===== src/logic/te_reg_macros.svh =====
// trace encoder config block: widths shared by the package and the RTL
`ifndef TE_REG_MACROS_SVH
`define TE_REG_MACROS_SVH

// architectural width, only the 64-bit variant is built
`define TE_XLEN 64

// privilege level field
`define TE_PRIV_LEN 2

// APB bus
`define TE_APB_ADDR_WIDTH 32
`define TE_APB_DATA_WIDTH 32

// low address bits taken into the register decode
`define TE_REG_OFFSET_WIDTH 8

`endif


===== src/logic/te_reg_pkg.sv =====
// trace encoder config block: register map, trace state and config struct types
`default_nettype none

package te_reg_pkg;

    `include "te_reg_macros.svh"

    // byte offsets of the register map
    typedef enum logic [`TE_REG_OFFSET_WIDTH-1:0] {
        CAUSE_ENABLE_MODE  = 8'h00, // bit 0 enable, bit 1 mode
        TVEC_ENABLE_MODE   = 8'h04,
        PRIV_ENABLE_MODE   = 8'h08,
        IADDR_ENABLE_MODE  = 8'h0C,
        PRIV_RANGE         = 8'h10, // lower in 1:0, upper in 3:2
        PRIV_MATCH         = 8'h14,
        CAUSE_UPPER        = 8'h18,
        CAUSE_LOWER        = 8'h1C,
        CAUSE_MATCH        = 8'h20,
        TVEC_UPPER_L       = 8'h24,
        TVEC_UPPER_M       = 8'h28,
        TVEC_LOWER_L       = 8'h2C,
        TVEC_LOWER_M       = 8'h30,
        TVEC_MATCH_L       = 8'h34,
        TVEC_MATCH_M       = 8'h38,
        IADDR_UPPER_L      = 8'h3C,
        IADDR_UPPER_M      = 8'h40,
        IADDR_LOWER_L      = 8'h44,
        IADDR_LOWER_M      = 8'h48,
        IADDR_MATCH_L      = 8'h4C,
        IADDR_MATCH_M      = 8'h50,
        TRACE_STATE        = 8'h60, // trace_activated
        LOSSLESS_TRACE     = 8'h64,
        SHALLOW_TRACE      = 8'h68,
        NO_TIME            = 8'h6C,
        NO_CONTEXT         = 8'h70,
        DELTA_ADDRESS      = 8'h74,
        FULL_ADDRESS       = 8'h78,
        IMPLICIT_EXCEPTION = 8'h7C,
        SIJUMP             = 8'h80,
        IMPLICIT_RETURN    = 8'h84,
        BRANCH_PREDICTION  = 8'h88,
        JUMP_TARGET_CACHE  = 8'h8C
    } te_reg_addr_e;

    typedef enum logic {
        TRACE_OFF = 1'b0,
        TRACE_ON  = 1'b1
    } trace_state_e;

    // one register access, valid only in the APB access cycle
    typedef struct packed {
        logic                                valid;
        logic                                write;
        logic [`TE_REG_OFFSET_WIDTH-1:0]     offset;
        logic [`TE_APB_DATA_WIDTH-1:0]       wdata;
    } reg_access_s;

    typedef struct packed {
        logic                enable;
        logic                mode; // range or match
        logic [`TE_XLEN-1:0] upper;
        logic [`TE_XLEN-1:0] lower;
        logic [`TE_XLEN-1:0] match;
    } filter_cfg_s;

    typedef struct packed {
        logic                    enable;
        logic                    mode;
        logic [`TE_PRIV_LEN-1:0] upper;
        logic [`TE_PRIV_LEN-1:0] lower;
        logic [`TE_PRIV_LEN-1:0] match;
    } priv_filter_cfg_s;

    // instruction trace options of the packet emitter
    typedef struct packed {
        logic delta_address_en;
        logic full_address_en;
        logic implicit_exception_en;
        logic sijump_en;
        logic implicit_return_en;
        logic branch_prediction_en;
        logic jump_target_cache_en;
    } ioptions_s;

    typedef struct packed {
        logic      trace_activated;
        logic      lossless;  // stall core instead of dropping packets
        logic      shallow;   // flush branch map on every packet
        logic      notime;
        logic      nocontext;
        ioptions_s ioptions;
    } emitter_cfg_s;

endpackage

`default_nettype wire


===== src/logic/te_apb_slave.sv =====
// trace encoder config block: APB slave that turns bus transfers into register accesses
`timescale 1ns/1ps
`default_nettype none

`include "te_reg_macros.svh"

module te_apb_slave
    import te_reg_pkg::*;
(
    input  wire logic                          clk_i,
    input  wire logic                          rst_ni,
    input  wire logic [`TE_APB_ADDR_WIDTH-1:0] paddr_i,
    input  wire logic                          pwrite_i,
    input  wire logic                          psel_i,
    input  wire logic                          penable_i,
    input  wire logic [`TE_APB_DATA_WIDTH-1:0] pwdata_i,
    input  wire logic [`TE_APB_DATA_WIDTH-1:0] filt_rdata_i,
    input  wire logic [`TE_APB_DATA_WIDTH-1:0] emit_rdata_i,
    output logic                               pready_o,
    output logic [`TE_APB_DATA_WIDTH-1:0]      prdata_o,
    output reg_access_s                        access_o
);

    logic setup_q;
    logic access; // access phase right after a setup
    logic read_access;

    // setup phase seen in the previous cycle
    always_ff @(posedge clk_i or negedge rst_ni) begin
        if (!rst_ni) begin
            setup_q <= 1'b0;
        end else begin
            setup_q <= psel_i && !penable_i;
        end
    end

    assign access      = setup_q && psel_i && penable_i;
    assign read_access = access && !pwrite_i;

    assign pready_o = access; // no wait states

    always_comb begin
        access_o.valid  = access;
        access_o.write  = pwrite_i;
        access_o.offset = paddr_i[`TE_REG_OFFSET_WIDTH-1:0];
        access_o.wdata  = pwdata_i;
    end

    // banks return zero for offsets they do not own, so or-ing is enough
    assign prdata_o = read_access ? (filt_rdata_i | emit_rdata_i) : '0;

endmodule

`default_nettype wire


===== src/logic/te_filter_regs.sv =====
// trace encoder config block: filter registers for cause, trap vector, privilege and address
`timescale 1ns/1ps
`default_nettype none

`include "te_reg_macros.svh"

module te_filter_regs
    import te_reg_pkg::*;
(
    input  wire logic                     clk_i,
    input  wire logic                     rst_ni,
    input  wire reg_access_s              access_i,
    output logic [`TE_APB_DATA_WIDTH-1:0] rdata_o,
    output filter_cfg_s                   cause_cfg_o,
    output filter_cfg_s                   tvec_cfg_o,
    output filter_cfg_s                   iaddr_cfg_o,
    output priv_filter_cfg_s              priv_cfg_o
);

    localparam int unsigned DW = `TE_APB_DATA_WIDTH;
    localparam int unsigned PL = `TE_PRIV_LEN;

    filter_cfg_s      cause_q;
    filter_cfg_s      tvec_q;
    filter_cfg_s      iaddr_q;
    priv_filter_cfg_s priv_q;

    logic          wr_en;
    logic [DW-1:0] wd;

    assign wr_en = access_i.valid && access_i.write;
    assign wd    = access_i.wdata;

    always_ff @(posedge clk_i or negedge rst_ni) begin
        if (!rst_ni) begin
            cause_q <= '0;
            tvec_q  <= '0;
            iaddr_q <= '0;
            priv_q  <= '0;
        end else if (wr_en) begin
            case (access_i.offset)
                CAUSE_ENABLE_MODE: begin
                    cause_q.enable <= wd[0];
                    cause_q.mode   <= wd[1];
                end
                TVEC_ENABLE_MODE: begin
                    tvec_q.enable <= wd[0];
                    tvec_q.mode   <= wd[1];
                end
                PRIV_ENABLE_MODE: begin
                    priv_q.enable <= wd[0];
                    priv_q.mode   <= wd[1];
                end
                IADDR_ENABLE_MODE: begin
                    iaddr_q.enable <= wd[0];
                    iaddr_q.mode   <= wd[1];
                end
                // lower and upper land together
                PRIV_RANGE: begin
                    priv_q.lower <= wd[PL-1:0];
                    priv_q.upper <= wd[2*PL-1:PL];
                end
                PRIV_MATCH:    priv_q.match <= wd[PL-1:0];
                // cause fits in one bus word, zero-extended
                CAUSE_UPPER:   cause_q.upper <= `TE_XLEN'(wd);
                CAUSE_LOWER:   cause_q.lower <= `TE_XLEN'(wd);
                CAUSE_MATCH:   cause_q.match <= `TE_XLEN'(wd);
                TVEC_UPPER_L:  tvec_q.upper[DW-1:0] <= wd;
                TVEC_UPPER_M:  tvec_q.upper[`TE_XLEN-1:DW] <= wd;
                TVEC_LOWER_L:  tvec_q.lower[DW-1:0] <= wd;
                TVEC_LOWER_M:  tvec_q.lower[`TE_XLEN-1:DW] <= wd;
                TVEC_MATCH_L:  tvec_q.match[DW-1:0] <= wd;
                TVEC_MATCH_M:  tvec_q.match[`TE_XLEN-1:DW] <= wd;
                IADDR_UPPER_L: iaddr_q.upper[DW-1:0] <= wd;
                IADDR_UPPER_M: iaddr_q.upper[`TE_XLEN-1:DW] <= wd;
                IADDR_LOWER_L: iaddr_q.lower[DW-1:0] <= wd;
                IADDR_LOWER_M: iaddr_q.lower[`TE_XLEN-1:DW] <= wd;
                IADDR_MATCH_L: iaddr_q.match[DW-1:0] <= wd;
                IADDR_MATCH_M: iaddr_q.match[`TE_XLEN-1:DW] <= wd;
                default: ; // not a filter register
            endcase
        end
    end

    // read word depends on the offset only, the APB slave qualifies it
    always_comb begin
        rdata_o = '0;
        case (access_i.offset)
            CAUSE_ENABLE_MODE: rdata_o[1:0] = {cause_q.mode, cause_q.enable};
            TVEC_ENABLE_MODE:  rdata_o[1:0] = {tvec_q.mode, tvec_q.enable};
            PRIV_ENABLE_MODE:  rdata_o[1:0] = {priv_q.mode, priv_q.enable};
            IADDR_ENABLE_MODE: rdata_o[1:0] = {iaddr_q.mode, iaddr_q.enable};
            PRIV_RANGE:        rdata_o[2*PL-1:0] = {priv_q.upper, priv_q.lower};
            PRIV_MATCH:        rdata_o[PL-1:0] = priv_q.match;
            CAUSE_UPPER:       rdata_o = cause_q.upper[DW-1:0];
            CAUSE_LOWER:       rdata_o = cause_q.lower[DW-1:0];
            CAUSE_MATCH:       rdata_o = cause_q.match[DW-1:0];
            TVEC_UPPER_L:      rdata_o = tvec_q.upper[DW-1:0];
            TVEC_UPPER_M:      rdata_o = tvec_q.upper[`TE_XLEN-1:DW];
            TVEC_LOWER_L:      rdata_o = tvec_q.lower[DW-1:0];
            TVEC_LOWER_M:      rdata_o = tvec_q.lower[`TE_XLEN-1:DW];
            TVEC_MATCH_L:      rdata_o = tvec_q.match[DW-1:0];
            TVEC_MATCH_M:      rdata_o = tvec_q.match[`TE_XLEN-1:DW];
            IADDR_UPPER_L:     rdata_o = iaddr_q.upper[DW-1:0];
            IADDR_UPPER_M:     rdata_o = iaddr_q.upper[`TE_XLEN-1:DW];
            IADDR_LOWER_L:     rdata_o = iaddr_q.lower[DW-1:0];
            IADDR_LOWER_M:     rdata_o = iaddr_q.lower[`TE_XLEN-1:DW];
            IADDR_MATCH_L:     rdata_o = iaddr_q.match[DW-1:0];
            IADDR_MATCH_M:     rdata_o = iaddr_q.match[`TE_XLEN-1:DW];
            default:           rdata_o = '0;
        endcase
    end

    assign cause_cfg_o = cause_q;
    assign tvec_cfg_o  = tvec_q;
    assign iaddr_cfg_o = iaddr_q;
    assign priv_cfg_o  = priv_q;

endmodule

`default_nettype wire


===== src/logic/te_emitter_regs.sv =====
// trace encoder config block: trace management and packet emitter option registers
`timescale 1ns/1ps
`default_nettype none

`include "te_reg_macros.svh"

module te_emitter_regs
    import te_reg_pkg::*;
(
    input  wire logic                     clk_i,
    input  wire logic                     rst_ni,
    input  wire reg_access_s              access_i,
    output logic [`TE_APB_DATA_WIDTH-1:0] rdata_o,
    output emitter_cfg_s                  cfg_o
);

    emitter_cfg_s cfg_q;
    logic         wr_en;
    logic         wbit; // every register here is a single bit

    assign wr_en = access_i.valid && access_i.write;
    assign wbit  = access_i.wdata[0];

    always_ff @(posedge clk_i or negedge rst_ni) begin
        if (!rst_ni) begin
            cfg_q                           <= '0;
            cfg_q.trace_activated           <= 1'b1;
            cfg_q.notime                    <= 1'b1;
            cfg_q.nocontext                 <= 1'b1;
            cfg_q.ioptions.delta_address_en <= 1'b1; // the one mandatory option
        end else if (wr_en) begin
            case (access_i.offset)
                TRACE_STATE:        cfg_q.trace_activated <= wbit;
                LOSSLESS_TRACE:     cfg_q.lossless <= wbit;
                SHALLOW_TRACE:      cfg_q.shallow <= wbit;
                NO_TIME:            cfg_q.notime <= wbit;
                NO_CONTEXT:         cfg_q.nocontext <= wbit;
                DELTA_ADDRESS:      cfg_q.ioptions.delta_address_en <= wbit;
                FULL_ADDRESS:       cfg_q.ioptions.full_address_en <= wbit;
                IMPLICIT_EXCEPTION: cfg_q.ioptions.implicit_exception_en <= wbit;
                SIJUMP:             cfg_q.ioptions.sijump_en <= wbit;
                IMPLICIT_RETURN:    cfg_q.ioptions.implicit_return_en <= wbit;
                BRANCH_PREDICTION:  cfg_q.ioptions.branch_prediction_en <= wbit;
                JUMP_TARGET_CACHE:  cfg_q.ioptions.jump_target_cache_en <= wbit;
                default: ;
            endcase
        end
    end

    // readback in bit 0, zero for foreign offsets
    always_comb begin
        rdata_o = '0;
        case (access_i.offset)
            TRACE_STATE:        rdata_o[0] = cfg_q.trace_activated;
            LOSSLESS_TRACE:     rdata_o[0] = cfg_q.lossless;
            SHALLOW_TRACE:      rdata_o[0] = cfg_q.shallow;
            NO_TIME:            rdata_o[0] = cfg_q.notime;
            NO_CONTEXT:         rdata_o[0] = cfg_q.nocontext;
            DELTA_ADDRESS:      rdata_o[0] = cfg_q.ioptions.delta_address_en;
            FULL_ADDRESS:       rdata_o[0] = cfg_q.ioptions.full_address_en;
            IMPLICIT_EXCEPTION: rdata_o[0] = cfg_q.ioptions.implicit_exception_en;
            SIJUMP:             rdata_o[0] = cfg_q.ioptions.sijump_en;
            IMPLICIT_RETURN:    rdata_o[0] = cfg_q.ioptions.implicit_return_en;
            BRANCH_PREDICTION:  rdata_o[0] = cfg_q.ioptions.branch_prediction_en;
            JUMP_TARGET_CACHE:  rdata_o[0] = cfg_q.ioptions.jump_target_cache_en;
            default:            rdata_o = '0;
        endcase
    end

    assign cfg_o = cfg_q;

endmodule

`default_nettype wire


===== src/logic/te_trace_ctrl.sv =====
// trace encoder config block: trace on/off toggle driven by request rising edges
`timescale 1ns/1ps
`default_nettype none

module te_trace_ctrl
    import te_reg_pkg::*;
(
    input  wire logic clk_i,
    input  wire logic rst_ni,
    input  wire logic trace_activated_i,
    input  wire logic trace_req_on_i,
    input  wire logic trace_req_off_i,
    output logic      trace_enable_o
);

    logic         req_on_q;
    logic         req_off_q;
    logic         rise_on;
    logic         rise_off;
    trace_state_e state_q;
    trace_state_e state_d;

    // edge registers only sample while activated
    always_ff @(posedge clk_i or negedge rst_ni) begin
        if (!rst_ni) begin
            req_on_q  <= 1'b0;
            req_off_q <= 1'b0;
        end else if (trace_activated_i) begin
            req_on_q  <= trace_req_on_i;
            req_off_q <= trace_req_off_i;
        end
    end

    assign rise_on  = trace_activated_i && trace_req_on_i && !req_on_q;
    assign rise_off = trace_activated_i && trace_req_off_i && !req_off_q;

    // on only from off, off only from on
    always_comb begin
        state_d = state_q;
        if (state_q == TRACE_OFF && rise_on) begin
            state_d = TRACE_ON;
        end else if (state_q == TRACE_ON && rise_off) begin
            state_d = TRACE_OFF;
        end
    end

    always_ff @(posedge clk_i or negedge rst_ni) begin
        if (!rst_ni) begin
            state_q <= TRACE_OFF;
        end else begin
            state_q <= state_d;
        end
    end

    assign trace_enable_o = (state_d == TRACE_ON); // takes effect in the edge cycle

endmodule

`default_nettype wire


===== src/logic/te_reg_top.sv =====
// trace encoder config block: top level with APB slave, register banks and trace control
`timescale 1ns/1ps
`default_nettype none

`include "te_reg_macros.svh"

module te_reg_top
    import te_reg_pkg::*;
(
    input  wire logic                          clk_i,
    input  wire logic                          rst_ni,
    // APB
    input  wire logic [`TE_APB_ADDR_WIDTH-1:0] paddr_i,
    input  wire logic                          pwrite_i,
    input  wire logic                          psel_i,
    input  wire logic                          penable_i,
    input  wire logic [`TE_APB_DATA_WIDTH-1:0] pwdata_i,
    output logic                               pready_o,
    output logic [`TE_APB_DATA_WIDTH-1:0]      prdata_o,
    // trace requests
    input  wire logic                          trace_req_on_i,
    input  wire logic                          trace_req_off_i,
    // configuration
    output filter_cfg_s                        cause_cfg_o,
    output filter_cfg_s                        tvec_cfg_o,
    output filter_cfg_s                        iaddr_cfg_o,
    output priv_filter_cfg_s                   priv_cfg_o,
    output emitter_cfg_s                       emitter_cfg_o,
    output logic                               trace_enable_o
);

    reg_access_s                   access;
    logic [`TE_APB_DATA_WIDTH-1:0] filt_rdata;
    logic [`TE_APB_DATA_WIDTH-1:0] emit_rdata;

    te_apb_slave i_apb_slave (
        .clk_i        (clk_i),
        .rst_ni       (rst_ni),
        .paddr_i      (paddr_i),
        .pwrite_i     (pwrite_i),
        .psel_i       (psel_i),
        .penable_i    (penable_i),
        .pwdata_i     (pwdata_i),
        .filt_rdata_i (filt_rdata),
        .emit_rdata_i (emit_rdata),
        .pready_o     (pready_o),
        .prdata_o     (prdata_o),
        .access_o     (access)
    );

    te_filter_regs i_filter_regs (
        .clk_i       (clk_i),
        .rst_ni      (rst_ni),
        .access_i    (access),
        .rdata_o     (filt_rdata),
        .cause_cfg_o (cause_cfg_o),
        .tvec_cfg_o  (tvec_cfg_o),
        .iaddr_cfg_o (iaddr_cfg_o),
        .priv_cfg_o  (priv_cfg_o)
    );

    te_emitter_regs i_emitter_regs (
        .clk_i    (clk_i),
        .rst_ni   (rst_ni),
        .access_i (access),
        .rdata_o  (emit_rdata),
        .cfg_o    (emitter_cfg_o)
    );

    te_trace_ctrl i_trace_ctrl (
        .clk_i             (clk_i),
        .rst_ni            (rst_ni),
        .trace_activated_i (emitter_cfg_o.trace_activated),
        .trace_req_on_i    (trace_req_on_i),
        .trace_req_off_i   (trace_req_off_i),
        .trace_enable_o    (trace_enable_o)
    );

endmodule

`default_nettype wire


===== config.mk =====
export PLATFORM = sky130hd
export DESIGN_NAME = te_reg_top
export DESIGN_NICKNAME = d
export VERILOG_FILES = /design/src/logic/te_reg_pkg.sv /design/src/logic/te_apb_slave.sv /design/src/logic/te_filter_regs.sv /design/src/logic/te_emitter_regs.sv /design/src/logic/te_trace_ctrl.sv /design/src/logic/te_reg_top.sv
export VERILOG_INCLUDE_DIRS = /design/src /design/src/logic
export SDC_FILE = /design/constraint.sdc
export NUM_CORES = 1
export LEC_CHECK = 0
export ABC_AREA = 1
export CELL_PAD_IN_SITES_DETAIL_PLACEMENT = 0
export CELL_PAD_IN_SITES_GLOBAL_PLACEMENT = 2
export CORE_MARGIN = 4
export CORE_UTILIZATION = 25
export DETAILED_ROUTE_END_ITERATION = 10
export DONT_BUFFER_PORTS = 1
export GPL_TIMING_DRIVEN = 0
export PLACE_DENSITY = 0.6
export SLEW_MARGIN = 20
export SYNTH_ARGS = -nofsm -noshare
export SYNTH_HDL_FRONTEND = slang
export SYNTH_HIERARCHICAL = 1
export SYNTH_SLANG_ARGS = --single-unit

===== constraint.sdc =====
create_clock -name clk_i -period 1.6 [get_ports clk_i]
set_input_delay 0.16 -clock clk_i [delete_from_list [all_inputs] [get_ports clk_i]]
set_output_delay 0.16 -clock clk_i [all_outputs]
set_load 0.02 [all_outputs]

==> results.py <==
metrics = {
    "worst_setup_path": {
        "critical_path_depth": 6,
        "max_stage_delay_ns": 0.46,
        "path_delay_family": "simple AND/OR/NAND/NOR gates",
        "crit_fanout": 3,
        "r2r_slack_ns": -0.30,
        "rr_worst_depth": 12,
        "cp_num_buf_inv": 0,
        "critPathKind": "reg -> out",
        "crit_required_ns": 1.44,
        "cp_cell_sequence": "nand2_1 > nand4_1 > nor2_2 > nand2_2 > nor2_4 > nor2_4",
        "worstSetupStartpointType": "flip-flop",
        "cp_data_arrival_time_ns": 2.06,
        "cp_common_cell": "nor2_4",
        "cp_slowest_cell": "dfrtp_2",
        "crit_path_end_kind": "output pin",
    },
    "placement": {
        "gp_congestion": 0.868,
        "hpwlAfterDp_um": 106000,
        "dp.cells": 4592,
        "portBuffers": 0,
    },
    "final_layout": {
        "final_nets": 3630,
        "drive_above_1_share_pct": 46.4,
        "fin_cells": 4913,
        "final_cell_mix": "nand2_1, dfrtp_2, o21ai_1, nand2_2, buf_4",
        "final_common_cell": "nand2_1",
        "syn2layout_area_growth_pct": 47.4,
        "fillers": 10300,
        "seq_area_um2": 13200,
        "multiInputGateArea_um2": 12900,
        "final_util_pct": 37.2,
    },
    "clock_network": {
        "cts_tree": "yes",
        "clockRootBuffer": "clkbuf_16",
        "cts_sinks": 510,
        "cts.path.max_buffers": 3,
        "clkTransAtPathRegs_ns": 0.06,
        "h-tree-depth": 3,
        "clk_latency_ns": 0.64,
        "cts_buffers": 69,
    },
    "detailed_routing": {
        "via_per_inst": 4.84,
        "drtIter0Drc": 1759,
        "wirelength_um": 149000,
        "wl_per_cell_um": 30.2,
        "first_pass_iters": 7,
        "drcViolationCount": 0,
        "ant_nets": 0,
        "vias": 23800,
    },
    "synth": {
        "ys_seq_area_share_pct": 50.6,
        "async_flop_share_pct": 100,
        "synth_ff_type": "dfrtp_1",
        "synth_edf_count": 0,
        "synth_cell_types": 26,
        "synth_cells": 3169,
        "syn_area_um2": 25300,
        "ys_warn_count": 6,
        "synth_area_per_cell_um2": 7.97,
        "synth-seq-cells": 510,
    },
    "sta": {
        "min_period_ns": 2.22,
        "rsz0062_at_grt": "yes",
        "setup_viol": 528,
        "fin_skew_ns": 0.0177,
        "finalMaxSlewViolations": 0,
        "whs_ns": -0.576,
        "worst_pin_slew_ns": 1.18,
        "setup_ws_ns": -0.617,
        "timing.final.crit_share_pct": 139,
        "fmax_ghz": 0.451,
        "hold_violations": 312,
        "maxSlewHeadroom_pct": 21.1,
    },
    "global_routing": {
        "grt_pass1_vias": 22100,
        "grt_overflow": 0,
        "grt_max_degree": 511,
        "antenna_found_initial": 6,
        "grt_usage_pct": 25.7,
        "grt_pass1_wl_um": 191000,
    },
    "run": {
        "cap_violations": 0,
    },
    "floorplan": {
        "start_util_pct": 25.2,
        "ioPinCount": 707,
        "die_area_um2": 106000,
        "die-width_um": 326,
        "dieHeight_um": 326,
        "row_count": 116,
        "core_area_um2": 100000,
    },
    "hold_path": {
        "hp-class": "in -> async",
    },
    "status": {
        "violations": "hold timing, setup timing",
        "status": "complete, but fails checks",
    },
    "power_and_ir_drop": {
        "max-vdd-ir-drop_v": 0.000655,
        "powerDensity_nw_per_um2": 838,
        "p_leak_nw": 17.1,
    },
}
[cell type report]
class | instances | share of cell area, %
multi-input combinational | 2222 | 34.8
clock buffer | 104 | 5.59
clock inverter | 20 | 0.696
sequential | 510 | 35.5
tap | 1298 | 4.36
antenna | 3 | 0.0202
buffer | 344 | 9.40
timing repair buffer | 185 | 7.33
inverter | 227 | 2.34
[per-layer routing]
metal	global-route usage (%)	part of all wire, %	vias up	wire length (um)
li1	-	-	10600	-
met1	30.7	38	12000	56100
met2	42.5	49	1016	73300
met3	10.4	10	183	14800
met4	7.82	2.9	0	4270
met5	0	0	-	0
[state kept, by name, indices dropped and copies added (netlist names)]
register,count
i_apb_slave/setup_q,1
i_emitter_regs/cfg_o,12
i_filter_regs/cause_cfg_o,98
i_filter_regs/iaddr_cfg_o,194
i_filter_regs/priv_cfg_o,8
i_filter_regs/tvec_cfg_o,194
i_trace_ctrl/req_off_q,1
i_trace_ctrl/req_on_q,1
i_trace_ctrl/state_q,1
[power by group]
group          internal [W]  total, W  switching, W
sequential           0.0130    0.0131      0.000169
clock               0.00979    0.0162       0.00637
combinational      0.000585   0.00190       0.00132
[through the flow]
step | worst slack [ns] | power (W) | hold WS [ns] | area, um2 | setup TNS [ns]
6_report | -0.617 | 0.0312 | -0.576 | 37200 | -113.35
3_3_place_gp | -0.940 | 0.0146 | -0.0844 | 27500 | -255.03
3_5_place_dp | -0.945 | 0.0146 | -0.0866 | 27500 | -271.67
2_1_floorplan | -0.0208 | 0.0142 | -0.136 | 25900 | -1.40
5_1_grt | -0.640 | 0.0323 | -0.582 | 37200 | -167.63
4_1_cts | -0.601 | 0.0311 | -0.765 | 32900 | -100.51
[cell usage after synthesis, types with 3 or more instances]
library cell	n	area share (%)
nand2_4	11	0.49
buf_4	179	5.3
nor3_1	3	0.059
clkbuf_1	55	0.82
o21ai_0	288	5.7
o21ai_1	204	4.0
nand3_4	6	0.42
nand3_1	134	2.7
nor2_2	36	0.89
nand2_2	10	0.25
dfrtp_1	506	50
nor2_8	5	0.40
inv_1	224	3.3
clkbuf_2	3	0.059
nor2_1	131	1.9
o21ai_2	39	1.4
nor2_4	16	0.71
dfstp_2	4	0.42
buf_6	32	1.4
nand4_1	3	0.074
nand2_1	1197	18
buf_2	77	1.5
[path summary, 6_finish.rpt]
path                                                      startpoint                                   endpoint
setup reg to reg                       i_apb_slave/setup_q$_DFF_PN0_   i_filter_regs/tvec_cfg_o[19]$_DFFE_PN0P_
hold / removal                                                rst_ni    i_filter_regs/tvec_cfg_o[3]$_DFFE_PN0P_
max in group asynchronous                                     rst_ni  i_filter_regs/cause_cfg_o[22]$_DFFE_PN0P_
min in group clk_i                                        paddr_i[6]        i_emitter_regs/cfg_o[1]$_DFFE_PN0P_
setup / recovery           i_filter_regs/cause_cfg_o[67]$_DFFE_PN0P_                                prdata_o[3]
hold reg to reg                    i_trace_ctrl/req_on_q$_DFFE_PN0P_          i_trace_ctrl/req_on_q$_DFFE_PN0P_
[worst register-to-register path: stages, from the launching register on]
cell and delay, ns:
dfrtp_1 0.38, nand2_2 0.08, nor2_4 0.20, buf_6 0.15, nand2_8 0.07, inv_8 0.07
buf_12 0.12, buf_16 0.15, buf_8 0.14, nand2_8 0.10, buf_8 0.17, nand2_2 0.06
o21ai_1 0.06
[logic make-up (layout without fill, tap and decap cells)]
family / count (synthesis) / count (layout) / share of synthesized area [%]
DFF: 510 / 510 / 50.6
AOI/OAI and AO/OA: 531 / 531 / 11.1
other: 2 / 130 / 0.0297
and+or+nand+nor: 1553 / 1564 / 25.8
buffers and inverters: 573 / 880 / 12.5
[repair_timing]
item	in CTS	in global routing
hold endpoints to repair	659	312
hold buffers	39	1
endpoints found under the setup margin	527	537
gates cloned	13	43
setup buffers	40	61
pin swaps	122	258
gates resized for setup	710	1006
Note: power is estimated with default switching activity, not from simulation.
